### config.mk
export PLATFORM = sky130hd
export DESIGN_NAME = mlu_top
export DESIGN_NICKNAME = d
export VERILOG_FILES = /design/src/hdl/mlu_pkg.sv /design/src/hdl/exec_pipes.sv /design/src/hdl/mlu_top.sv /design/src/hdl/op_decoder.sv /design/src/hdl/pending_ops_queue.sv /design/src/hdl/writeback_stage.sv
export SDC_FILE = /design/constraint.sdc
export NUM_CORES = 2
export LEC_CHECK = 0
export ABC_AREA = 0
export BUFFER_PORTS_ARGS = -buffer_cell sky130_fd_sc_hd__buf_2
export CORE_MARGIN = 3
export CORE_UTILIZATION = 51
export CTS_CLUSTER_DIAMETER = 30
export DETAILED_ROUTE_END_ITERATION = 10
export GPL_ROUTABILITY_DRIVEN = 1
export GPL_TIMING_DRIVEN = 0
export PLACE_DENSITY_LB_ADDON = 0.15
export SLEW_MARGIN = 5
export SYNTH_ARGS = -nofsm -noshare
export SYNTH_HDL_FRONTEND = slang
export SYNTH_SLANG_ARGS = --single-unit
export TNS_END_PERCENT = 20
### constraint.sdc
create_clock -name clk_i -period 7.79 [get_ports clk_i]
set_input_delay 1.1685 -clock clk_i [delete_from_list [all_inputs] [get_ports clk_i]]
set_output_delay 1.1685 -clock clk_i [all_outputs]
set_load 0.05 [all_outputs]
### src/hdl/mlu_pkg.sv
// Types and constants shared by all arithmetic unit RTL, compiled ahead of every module
`default_nettype none

package mlu_pkg;

    localparam int DATA_W   = 32;  // Operand and result width
    localparam int RD_W     = 5;   // Destination register index
    localparam int LONG_LAT = 3;   // Long pipe register stages

    // Major opcodes, bits [31:25] of the word
    typedef enum logic [6:0] {
        OPC_ARITH = 7'b0110011,  // Register-register format
        OPC_MADD  = 7'b1000011   // Fused multiply-add format
    } opcode_e;

    // Function codes, register-register only
    typedef enum logic [2:0] {
        FN_ADD = 3'd0,
        FN_SUB = 3'd1,
        FN_MIN = 3'd2,
        FN_MAX = 3'd3,
        FN_MUL = 3'd4   // Long pipe, codes 5..7 illegal
    } funct_e;

    typedef struct packed {
        logic [6:0]      opcode;
        logic [RD_W-1:0] rd;
        logic [2:0]      funct;
        logic [4:0]      rs1;
        logic [4:0]      rs2;
        logic [6:0]      reserved;
    } r_fmt_t;

    typedef struct packed {
        logic [6:0]      opcode;  // Same slot as r_fmt_t
        logic [RD_W-1:0] rd;      // Same slot as r_fmt_t
        logic [4:0]      rs3;
        logic [4:0]      rs1;
        logic [4:0]      rs2;
        logic            neg_c;   // Subtract c instead of adding
        logic [3:0]      reserved;
    } r4_fmt_t;

    // One word, two views picked by opcode
    typedef union packed {
        r_fmt_t  r;
        r4_fmt_t r4;
    } instr_word_u;

    // Internal op selector handed to the pipes
    typedef enum logic [2:0] {
        OP_ADD, OP_SUB, OP_MIN, OP_MAX, OP_MUL, OP_MADD, OP_MSUB
    } exec_op_e;

    typedef struct packed {
        logic overflow;  // Signed result did not fit
        logic zero;      // Low 32 bits are zero
        logic illegal;   // Word not decodable
    } status_t;

endpackage

`default_nettype wire

### src/hdl/exec_pipes.sv
// Short and long integer pipes of the arithmetic unit, merged onto one tagged result port
`timescale 1ns/1ps
`default_nettype none

module exec_pipes #(
    parameter int QUEUE_DEPTH = 8
) (
    input  logic                           clk_i,
    input  logic                           rstn_i,
    input  logic                           flush_i,
    input  logic                           iss_valid_i,
    input  mlu_pkg::exec_op_e              iss_op_i,
    input  logic [$clog2(QUEUE_DEPTH)-1:0] iss_tag_i,
    input  logic [mlu_pkg::DATA_W-1:0]     iss_a_i,
    input  logic [mlu_pkg::DATA_W-1:0]     iss_b_i,
    input  logic [mlu_pkg::DATA_W-1:0]     iss_c_i,
    output logic                           res_valid_o,
    output logic [$clog2(QUEUE_DEPTH)-1:0] res_tag_o,
    output logic [mlu_pkg::DATA_W-1:0]     res_data_o,
    output mlu_pkg::status_t               res_status_o
);
    import mlu_pkg::*;

    localparam int TAG_W = $clog2(QUEUE_DEPTH);
    localparam int ACC_W = 2*DATA_W + 2;  // Product plus c never overflows this

    logic              iss_short;
    logic [DATA_W:0]   s_sum;  // One guard bit for overflow
    logic [DATA_W-1:0] s_res;
    logic              s_lt;
    logic              s_ovf;
    logic              s_valid_q;
    logic [TAG_W-1:0]  s_tag_q;
    logic [DATA_W-1:0] s_data_q;
    status_t           s_status_q;

    logic [LONG_LAT-1:0]        l_valid_q;  // Valid and tag ride a plain shift
    logic [TAG_W-1:0]           l_tag_q [LONG_LAT];
    logic signed [2*DATA_W-1:0] l_prod_q;
    logic [DATA_W-1:0]          l_c_q;
    exec_op_e                   l_op_q;
    logic [ACC_W-1:0]           l_acc;
    logic [ACC_W-1:0]           l_acc_q;
    logic [DATA_W-1:0]          l_data_q;
    status_t                    l_status_q;

    assign iss_short = iss_op_i inside {OP_ADD, OP_SUB, OP_MIN, OP_MAX};

    always_comb begin
        if (iss_op_i == OP_SUB) s_sum = {iss_a_i[DATA_W-1], iss_a_i} - {iss_b_i[DATA_W-1], iss_b_i};
        else                    s_sum = {iss_a_i[DATA_W-1], iss_a_i} + {iss_b_i[DATA_W-1], iss_b_i};
        s_lt = $signed(iss_a_i) < $signed(iss_b_i);
        case (iss_op_i)
            OP_MIN:  s_res = s_lt ? iss_a_i : iss_b_i;
            OP_MAX:  s_res = s_lt ? iss_b_i : iss_a_i;
            default: s_res = s_sum[DATA_W-1:0];
        endcase
        // Guard and sign bits disagree on wrap, min/max never overflow
        s_ovf = (iss_op_i inside {OP_ADD, OP_SUB}) & (s_sum[DATA_W] ^ s_sum[DATA_W-1]);
    end

    // Stage 2 of long pipe, add or subtract c on the full product
    always_comb begin
        case (l_op_q)
            OP_MADD: l_acc = {{2{l_prod_q[2*DATA_W-1]}}, l_prod_q}
                           + {{(DATA_W+2){l_c_q[DATA_W-1]}}, l_c_q};
            OP_MSUB: l_acc = {{2{l_prod_q[2*DATA_W-1]}}, l_prod_q}
                           - {{(DATA_W+2){l_c_q[DATA_W-1]}}, l_c_q};
            default: l_acc = {{2{l_prod_q[2*DATA_W-1]}}, l_prod_q};  // Plain mul
        endcase
    end

    always_ff @(posedge clk_i or negedge rstn_i) begin
        if (!rstn_i) begin
            s_valid_q <= 1'b0;
            l_valid_q <= '0;
        end else if (flush_i) begin
            s_valid_q <= 1'b0;  // Kill everything in flight
            l_valid_q <= '0;
        end else begin
            s_valid_q <= iss_valid_i & iss_short;
            l_valid_q <= {l_valid_q[LONG_LAT-2:0], iss_valid_i & ~iss_short};
        end
    end

    always_ff @(posedge clk_i) begin
        s_tag_q    <= iss_tag_i;
        s_data_q   <= s_res;
        s_status_q <= '{overflow: s_ovf, zero: (s_res == '0), illegal: 1'b0};
        l_tag_q[0] <= iss_tag_i;
        for (int i = 1; i < LONG_LAT; i++) begin
            l_tag_q[i] <= l_tag_q[i-1];
        end
        l_prod_q   <= $signed(iss_a_i) * $signed(iss_b_i);  // Stage 1
        l_c_q      <= iss_c_i;
        l_op_q     <= iss_op_i;
        l_acc_q    <= l_acc;                                // Stage 2
        l_data_q   <= l_acc_q[DATA_W-1:0];                  // Stage 3
        // Fits only if all upper bits copy bit 31
        l_status_q <= '{overflow: ~(&l_acc_q[ACC_W-1:DATA_W-1] | ~|l_acc_q[ACC_W-1:DATA_W-1]),
                        zero:     (l_acc_q[DATA_W-1:0] == '0),
                        illegal:  1'b0};
    end

    // Decoder keeps both pipes from finishing in one cycle
    assign res_valid_o  = s_valid_q | l_valid_q[LONG_LAT-1];
    assign res_tag_o    = l_valid_q[LONG_LAT-1] ? l_tag_q[LONG_LAT-1] : s_tag_q;
    assign res_data_o   = l_valid_q[LONG_LAT-1] ? l_data_q : s_data_q;
    assign res_status_o = l_valid_q[LONG_LAT-1] ? l_status_q : s_status_q;

endmodule

`default_nettype wire

### src/hdl/mlu_top.sv
// Top of the multi-latency arithmetic unit, wiring decoder, pipes, queue and writeback
`timescale 1ns/1ps
`default_nettype none

module mlu_top #(
    parameter int QUEUE_DEPTH = 8  // Power of two, at least 4
) (
    input  logic                       clk_i,
    input  logic                       rstn_i,
    input  logic                       flush_i,
    input  logic                       in_valid_i,
    input  mlu_pkg::instr_word_u       in_word_i,
    input  logic [mlu_pkg::DATA_W-1:0] in_a_i,
    input  logic [mlu_pkg::DATA_W-1:0] in_b_i,
    input  logic [mlu_pkg::DATA_W-1:0] in_c_i,
    output logic                       in_ready_o,
    output logic                       out_valid_o,
    output logic [mlu_pkg::RD_W-1:0]   out_rd_o,
    output logic [mlu_pkg::DATA_W-1:0] out_data_o,
    output mlu_pkg::status_t           out_status_o,
    input  logic                       out_ready_i
);
    import mlu_pkg::*;

    localparam int TAG_W = $clog2(QUEUE_DEPTH);

    logic              alloc, alloc_illegal, full, advance_head;
    logic [RD_W-1:0]   alloc_rd;
    logic [TAG_W-1:0]  tail_tag;
    logic              iss_valid;  // Decoder to pipes
    exec_op_e          iss_op;
    logic [TAG_W-1:0]  iss_tag;
    logic [DATA_W-1:0] iss_a, iss_b, iss_c;
    logic              res_valid;  // Pipes to queue
    logic [TAG_W-1:0]  res_tag;
    logic [DATA_W-1:0] res_data;
    status_t           res_status;
    logic              head_done;  // Queue to writeback
    logic [RD_W-1:0]   head_rd;
    logic [DATA_W-1:0] head_data;
    status_t           head_status;

    op_decoder #(.QUEUE_DEPTH(QUEUE_DEPTH)) op_decoder_i (
        .clk_i, .rstn_i, .flush_i, .in_valid_i, .in_word_i, .in_a_i, .in_b_i, .in_c_i,
        .full_i(full), .tail_tag_i(tail_tag), .in_ready_o, .alloc_o(alloc),
        .alloc_rd_o(alloc_rd), .alloc_illegal_o(alloc_illegal), .iss_valid_o(iss_valid),
        .iss_op_o(iss_op), .iss_tag_o(iss_tag), .iss_a_o(iss_a), .iss_b_o(iss_b), .iss_c_o(iss_c)
    );

    exec_pipes #(.QUEUE_DEPTH(QUEUE_DEPTH)) exec_pipes_i (
        .clk_i, .rstn_i, .flush_i, .iss_valid_i(iss_valid), .iss_op_i(iss_op),
        .iss_tag_i(iss_tag), .iss_a_i(iss_a), .iss_b_i(iss_b), .iss_c_i(iss_c),
        .res_valid_o(res_valid), .res_tag_o(res_tag), .res_data_o(res_data),
        .res_status_o(res_status)
    );

    pending_ops_queue #(.QUEUE_DEPTH(QUEUE_DEPTH)) pending_ops_queue_i (
        .clk_i, .rstn_i, .flush_i, .alloc_i(alloc), .alloc_rd_i(alloc_rd),
        .alloc_illegal_i(alloc_illegal), .res_valid_i(res_valid), .res_tag_i(res_tag),
        .res_data_i(res_data), .res_status_i(res_status), .advance_head_i(advance_head),
        .tail_tag_o(tail_tag), .full_o(full), .head_done_o(head_done), .head_rd_o(head_rd),
        .head_data_o(head_data), .head_status_o(head_status)
    );

    writeback_stage writeback_stage_i (
        .clk_i, .rstn_i, .flush_i, .head_done_i(head_done), .head_rd_i(head_rd),
        .head_data_i(head_data), .head_status_i(head_status), .out_ready_i,
        .advance_head_o(advance_head), .out_valid_o, .out_rd_o, .out_data_o, .out_status_o
    );

endmodule

`default_nettype wire

### src/hdl/op_decoder.sv
// Input stage of the arithmetic unit: decodes words, allocates queue tags and issues to pipes
`timescale 1ns/1ps
`default_nettype none

module op_decoder #(
    parameter int QUEUE_DEPTH = 8
) (
    input  logic                           clk_i,
    input  logic                           rstn_i,
    input  logic                           flush_i,
    input  logic                           in_valid_i,
    input  mlu_pkg::instr_word_u           in_word_i,
    input  logic [mlu_pkg::DATA_W-1:0]     in_a_i,
    input  logic [mlu_pkg::DATA_W-1:0]     in_b_i,
    input  logic [mlu_pkg::DATA_W-1:0]     in_c_i,
    input  logic                           full_i,      // Queue has no free entry
    input  logic [$clog2(QUEUE_DEPTH)-1:0] tail_tag_i,  // Tag for the next allocation
    output logic                           in_ready_o,
    output logic                           alloc_o,
    output logic [mlu_pkg::RD_W-1:0]       alloc_rd_o,
    output logic                           alloc_illegal_o,
    output logic                           iss_valid_o,
    output mlu_pkg::exec_op_e              iss_op_o,
    output logic [$clog2(QUEUE_DEPTH)-1:0] iss_tag_o,
    output logic [mlu_pkg::DATA_W-1:0]     iss_a_o,
    output logic [mlu_pkg::DATA_W-1:0]     iss_b_o,
    output logic [mlu_pkg::DATA_W-1:0]     iss_c_o
);
    import mlu_pkg::*;

    exec_op_e            dec_op;
    logic                dec_illegal;
    logic                dec_long;
    logic                dec_short;
    logic [LONG_LAT-1:0] long_occ_q;  // Bit i: long result lands i+1 cycles ahead
    logic [1:0]          boot_q;      // Ready held off after reset release

    always_comb begin
        dec_op      = OP_ADD;
        dec_illegal = 1'b0;
        case (in_word_i.r.opcode)
            OPC_ARITH: begin
                case (in_word_i.r.funct)
                    FN_ADD:  dec_op = OP_ADD;
                    FN_SUB:  dec_op = OP_SUB;
                    FN_MIN:  dec_op = OP_MIN;
                    FN_MAX:  dec_op = OP_MAX;
                    FN_MUL:  dec_op = OP_MUL;
                    default: dec_illegal = 1'b1;
                endcase
            end
            OPC_MADD: dec_op = in_word_i.r4.neg_c ? OP_MSUB : OP_MADD;  // Fused view
            default:  dec_illegal = 1'b1;
        endcase
    end

    assign dec_long  = ~dec_illegal & (dec_op inside {OP_MUL, OP_MADD, OP_MSUB});
    assign dec_short = ~dec_illegal & ~dec_long;

    // Short op now would share the result port with a long op taken 2 cycles ago
    assign in_ready_o = boot_q[1] & ~full_i & ~flush_i & ~(dec_short & long_occ_q[1]);
    assign alloc_o         = in_valid_i & in_ready_o;
    assign alloc_rd_o      = in_word_i.r.rd;  // Same slot in both views
    assign alloc_illegal_o = dec_illegal;

    always_ff @(posedge clk_i or negedge rstn_i) begin
        if (!rstn_i) begin
            boot_q      <= '0;
            long_occ_q  <= '0;
            iss_valid_o <= 1'b0;
        end else begin
            boot_q <= {boot_q[0], 1'b1};
            if (flush_i) begin
                long_occ_q  <= '0;  // Pipes are emptied too
                iss_valid_o <= 1'b0;
            end else begin
                long_occ_q  <= {alloc_o & dec_long, long_occ_q[LONG_LAT-1:1]};
                iss_valid_o <= alloc_o & ~dec_illegal;  // Illegal never issues
            end
        end
    end

    always_ff @(posedge clk_i) begin
        if (alloc_o) begin
            iss_op_o  <= dec_op;
            iss_tag_o <= tail_tag_i;
            iss_a_o   <= in_a_i;
            iss_b_o   <= in_b_i;
            iss_c_o   <= in_c_i;
        end
    end

endmodule

`default_nettype wire

### src/hdl/pending_ops_queue.sv
// In-flight table of the arithmetic unit, filled out of order by tag and drained in order at head
`timescale 1ns/1ps
`default_nettype none

module pending_ops_queue #(
    parameter int QUEUE_DEPTH = 8
) (
    input  logic                           clk_i,
    input  logic                           rstn_i,
    input  logic                           flush_i,
    input  logic                           alloc_i,          // New entry at tail
    input  logic [mlu_pkg::RD_W-1:0]       alloc_rd_i,
    input  logic                           alloc_illegal_i,  // Entry done at once
    input  logic                           res_valid_i,
    input  logic [$clog2(QUEUE_DEPTH)-1:0] res_tag_i,
    input  logic [mlu_pkg::DATA_W-1:0]     res_data_i,
    input  mlu_pkg::status_t               res_status_i,
    input  logic                           advance_head_i,   // Head taken by writeback
    output logic [$clog2(QUEUE_DEPTH)-1:0] tail_tag_o,
    output logic                           full_o,
    output logic                           head_done_o,
    output logic [mlu_pkg::RD_W-1:0]       head_rd_o,
    output logic [mlu_pkg::DATA_W-1:0]     head_data_o,
    output mlu_pkg::status_t               head_status_o
);
    import mlu_pkg::*;

    localparam int TAG_W = $clog2(QUEUE_DEPTH);

    logic [TAG_W-1:0]       head_q;   // Oldest entry
    logic [TAG_W-1:0]       tail_q;   // Next free entry
    logic [TAG_W:0]         count_q;  // One bit wider than pointers
    logic [QUEUE_DEPTH-1:0] valid_q;
    logic [QUEUE_DEPTH-1:0] done_q;
    logic [RD_W-1:0]        rd_q     [QUEUE_DEPTH];
    logic [DATA_W-1:0]      data_q   [QUEUE_DEPTH];
    status_t                status_q [QUEUE_DEPTH];
    logic                   res_hit;
    logic                   do_adv;

    assign res_hit = res_valid_i & valid_q[res_tag_i];  // Ignore stale tags
    assign do_adv  = advance_head_i & head_done_o;

    always_ff @(posedge clk_i or negedge rstn_i) begin
        if (!rstn_i) begin
            head_q  <= '0;
            tail_q  <= '0;
            count_q <= '0;
            valid_q <= '0;
            done_q  <= '0;
        end else if (flush_i) begin
            head_q  <= '0;
            tail_q  <= '0;
            count_q <= '0;
            valid_q <= '0;
            done_q  <= '0;
        end else begin
            if (alloc_i) begin
                valid_q[tail_q] <= 1'b1;
                done_q[tail_q]  <= alloc_illegal_i;
            end
            if (res_hit) begin
                done_q[res_tag_i] <= 1'b1;  // Out of order completion
            end
            if (do_adv) begin
                valid_q[head_q] <= 1'b0;
                done_q[head_q]  <= 1'b0;
            end
            head_q  <= head_q + TAG_W'(do_adv);
            tail_q  <= tail_q + TAG_W'(alloc_i);  // Wraps at the power of two
            count_q <= count_q + (TAG_W+1)'(alloc_i) - (TAG_W+1)'(do_adv);
        end
    end

    always_ff @(posedge clk_i) begin
        if (alloc_i) begin
            rd_q[tail_q] <= alloc_rd_i;
            if (alloc_illegal_i) begin
                data_q[tail_q]   <= '0;
                status_q[tail_q] <= '{overflow: 1'b0, zero: 1'b0, illegal: 1'b1};
            end
        end
        if (res_hit) begin
            data_q[res_tag_i]   <= res_data_i;
            status_q[res_tag_i] <= res_status_i;
        end
    end

    assign tail_tag_o = tail_q;
    assign full_o     = (count_q == (TAG_W+1)'(QUEUE_DEPTH));

    // Head visible only once finished
    assign head_done_o   = valid_q[head_q] & done_q[head_q];
    assign head_rd_o     = head_done_o ? rd_q[head_q] : '0;
    assign head_data_o   = head_done_o ? data_q[head_q] : '0;
    assign head_status_o = head_done_o ? status_q[head_q] : '0;

endmodule

`default_nettype wire

### src/hdl/writeback_stage.sv
// Output register of the arithmetic unit, presenting the oldest finished result under valid/ready
`timescale 1ns/1ps
`default_nettype none

module writeback_stage (
    input  logic                       clk_i,
    input  logic                       rstn_i,
    input  logic                       flush_i,
    input  logic                       head_done_i,
    input  logic [mlu_pkg::RD_W-1:0]   head_rd_i,
    input  logic [mlu_pkg::DATA_W-1:0] head_data_i,
    input  mlu_pkg::status_t           head_status_i,
    input  logic                       out_ready_i,
    output logic                       advance_head_o,
    output logic                       out_valid_o,
    output logic [mlu_pkg::RD_W-1:0]   out_rd_o,
    output logic [mlu_pkg::DATA_W-1:0] out_data_o,
    output mlu_pkg::status_t           out_status_o
);
    logic load;

    // Take head when empty or draining this cycle
    assign load           = head_done_i & (~out_valid_o | out_ready_i);
    assign advance_head_o = load;

    always_ff @(posedge clk_i or negedge rstn_i) begin
        if (!rstn_i) begin
            out_valid_o <= 1'b0;
        end else if (flush_i) begin
            out_valid_o <= 1'b0;
        end else if (load) begin
            out_valid_o <= 1'b1;
        end else if (out_ready_i) begin
            out_valid_o <= 1'b0;  // Drained, nothing behind it
        end
    end

    // Held while stalled
    always_ff @(posedge clk_i) begin
        if (load) begin
            out_rd_o     <= head_rd_i;
            out_data_o   <= head_data_i;
            out_status_o <= head_status_i;
        end
    end

endmodule

`default_nettype wire

==> impl_metrics.toml <==
[layout]
drive_gt1_frac = 0.1473
regArea_um2 = 19520
multi_input_area_um2 = 45950
stdcell_count = 9400
n_fill_cell = 11420
final_util = 0.6100
fin_nets = 9029
syn_to_final_growth_pct = 18.44

[synth]
synth-main-ff-cell = "edfxtp_1"
synth_nets = 8490
synth.avg_cell_area_um2 = 10.07
synth_area_um2 = 69950
yosys_warnings = 0
synth_seq_area_share = 0.2791
async_flop_share = 0.04871
synth-edff-count = 454
ys_seq_elements = 739
postSynthCellCount = 6946
synth_cell_types = 102

[setup_path]
end_kind = "flop"
worstPathRequired_ns = 8.49
crit_arrival_ns = 9.00
worstSetupStartpointType = "flop"
slowest_stage = "fa_2"
crit_type = "flop to flop"
path_max_fanout = 3
max_stage_delay_ns = 0.66
critPathMostFrequentCell = "fa_1"

[timing]
max_freq_ghz = 0.1204
finClkSkew_ns = 0.08348
slew_viol_final = 0
relSlewSlack = 0.02482
layout_min_cycle_time_ns = 8.303
rsz0062_at_grt = "true"
fin_crit_sh = 1.066
setup_violations = 21
finalHoldViolations = 0
setup_ws_ns = -0.5133
worst_pin_slew_ns = 1.426
whs_ns = 0.3025

[floorplan]
core_um2 = 135800
rows = 135
die_h_um = 376.3
die-area_um2 = 141600
initial_utilization = 0.5150
die_w_um = 376.3
num_io_pins = 175

[grt]
grt_pass1_wl_um = 390200
grt_usage = 0.3843
antenna_found_initial = 20
grt_max_degree = 77
gr-total-overflow = 0
grt_pass1_vias = 58150

[run]
drv_cap = 1

[clocking]
clock_path_buffers = 3
clk_latency_ns = 0.81
tritoncts = "done"
cts.clk_slew.worst_paths_ns = 0.05
htreeDepth = 4
numCtsBuffers = 150
clock-sinks = 739
cts_root_buf = "clkbuf_16"

[placement]
pre_cts_slack_ns = -2.819
routabilityCongestion = 1.044
io_buffers = 158
dp.cells = 8901
dp_hpwl_um = 207000

[drt]
drc_errors = 0
dr.pass1.iters = 8
vias_per_cell = 5.974
drt-total-wl_um = 268500
antenna_left = 0
via_count = 56150
drtIter0Drc = 6213
wl_per_cell_um = 28.56

[run_status]
violations = "capacitance limit, setup timing"
outcome = "finished with violations"

[hold_path]
hold_class = "flop to flop"
==> layout by cell type, fill, tap and decap left out, drive strengths merged, types with 75 or more instances in the layout <==
cell type,n
inv,1112
fa,1086
nand2,694
nor2,527
clkbuf,492
and2,477
edfxtp,454
buf,452
ha,325
dfxtp,249
a21oi,239
o21ai,169
xnor2,112
a21o,104
a22oi,91
xor2,75
==> flip-flops by register name, indices dropped and copies added (netlist names), 7 cells and up <==
register and count:
pending_ops_queue_i.status_q 24, pending_ops_queue_i.done_q 8, pending_ops_queue_i.rd_q 40, exec_pipes_i.s_data_q 32, op_decoder_i.iss_b_o 32, exec_pipes_i.l_c_q 32, op_decoder_i.iss_c_o 32, writeback_stage_i.out_data_o 32
exec_pipes_i.l_prod_q 64, pending_ops_queue_i.valid_q 8, exec_pipes_i.l_tag_q 7, exec_pipes_i.l_data_q 32, exec_pipes_i.l_acc_q 65, pending_ops_queue_i.data_q 256, op_decoder_i.iss_a_o 32
==> cells by family after synthesis <==
family	count (synthesis)	share of synthesized area
AND/OR/NAND/NOR	2025	0.1374
buffers and inverters	1481	0.08028
adder cells (fa/ha/maj)	1411	0.3690
AO/OA/AOI/OAI	1045	0.1024
flip-flops	739	0.2791
XOR/XNOR	187	0.02352
multiplexers	57	0.008354
other	1	0.00005361
==> synth_stat cells, types with 9 or more instances <==
| master | instances | area [um2] |
|---|---|---|
| a31oi_1 | 70 | 437.9 |
| o21ai_0 | 160 | 800.8 |
| or2_2 | 9 | 56.30 |
| nor4_1 | 37 | 231.5 |
| a21oi_1 | 237 | 1186 |
| a221oi_1 | 57 | 499.2 |
| nor2_1 | 526 | 1974 |
| edfxtp_1 | 454 | 13630 |
| xnor2_1 | 111 | 972.2 |
| a21o_1 | 104 | 780.8 |
| a211oi_1 | 45 | 337.8 |
| nand4_1 | 31 | 193.9 |
| nand3_1 | 46 | 230.2 |
| buf_2 | 15 | 75.07 |
| a22o_1 | 44 | 385.4 |
| nand2b_1 | 35 | 219.0 |
| inv_1 | 1101 | 4133 |
| clkbuf_1 | 337 | 1265 |
| o31ai_1 | 24 | 180.2 |
| buf_1 | 16 | 60.06 |
| and3_1 | 29 | 181.4 |
| ha_1 | 325 | 4066 |
| nor3_1 | 47 | 235.2 |
| a2111oi_0 | 12 | 105.1 |
| fa_1 | 1086 | 21740 |
| dfrtp_1 | 36 | 900.9 |
| and2_1 | 476 | 2978 |
| or3_1 | 15 | 93.84 |
| nor3b_1 | 10 | 75.07 |
| nand2_1 | 694 | 2605 |
| o21a_1 | 37 | 277.8 |
| nor2b_1 | 34 | 212.7 |
| xor2_1 | 75 | 656.9 |
| a22oi_1 | 91 | 683.2 |
| dfxtp_1 | 249 | 4985 |
| o211ai_1 | 30 | 225.2 |
| mux2i_1 | 55 | 550.5 |
| o21bai_1 | 24 | 180.2 |
==> through the flow <==
step,TNS [ns],cell area (um2)
after floorplan,-33.15,69950
after global placement,-621.19,72970
after detailed placement,-71.53,73430
after CTS,-3.838,82290
after global routing,-9.498,82830
final,-6.274,82850
==> worst max-delay path: cells and delay by family, from the launching register on <==
kind            cells  cell delay (ns)
fa+ha+maj           9             4.44
compound gates     10             1.72
buf+inv             7             0.80
simple gates        2             0.57
flops               1             0.53
xor+xnor            1             0.18
==> repair_timing <==
item,4_1_cts,5_1_grt
resized for setup,624,110
hold buffers,0,0
pin swaps,103,70
gates cloned,1,0
setup endpoints to repair,48,29
buffers inserted,193,29
==> final cells by class <==
type	count	area share
tap	1781	0.02690
clock inverter	97	0.01540
multi-input combinational	4726	0.5546
sequential	739	0.2356
clock buffer	181	0.04830
buffer	365	0.03072
timing repair buffer	398	0.03751
antenna	8	0.0002416
inverter	1105	0.05068
==> layer usage <==
| layer | track usage | routed length [um] |
|---|---|---|
| met1 | 0.4651 | 95020 |
| met2 | 0.5886 | 118100 |
| met3 | 0.1056 | 30220 |
| met4 | 0.2869 | 25090 |
| met5 | 0 | 32 |
==> worst paths after layout <==
kind                                            start                              to  slack [ns]  cells after the start
setup / recovery              op_decoder_i.iss_b_o[3]       exec_pipes_i.l_prod_q[62]       -0.51                     29
min in group asynchronous                      rstn_i  pending_ops_queue_i.valid_q[1]        0.51                      1
hold reg to reg            exec_pipes_i.l_tag_q[0][3]      exec_pipes_i.l_tag_q[0][6]        0.30                      0
hold / removal             exec_pipes_i.l_tag_q[0][3]      exec_pipes_i.l_tag_q[0][6]        0.30                      0
setup reg to reg              op_decoder_i.iss_b_o[3]       exec_pipes_i.l_prod_q[62]       -0.51                     29
max in group asynchronous                      rstn_i   pending_ops_queue_i.done_q[0]        6.73                      1
Power is not shown: default switching activity piles up to over one toggle a cycle in this logic, so the estimate is an artifact.
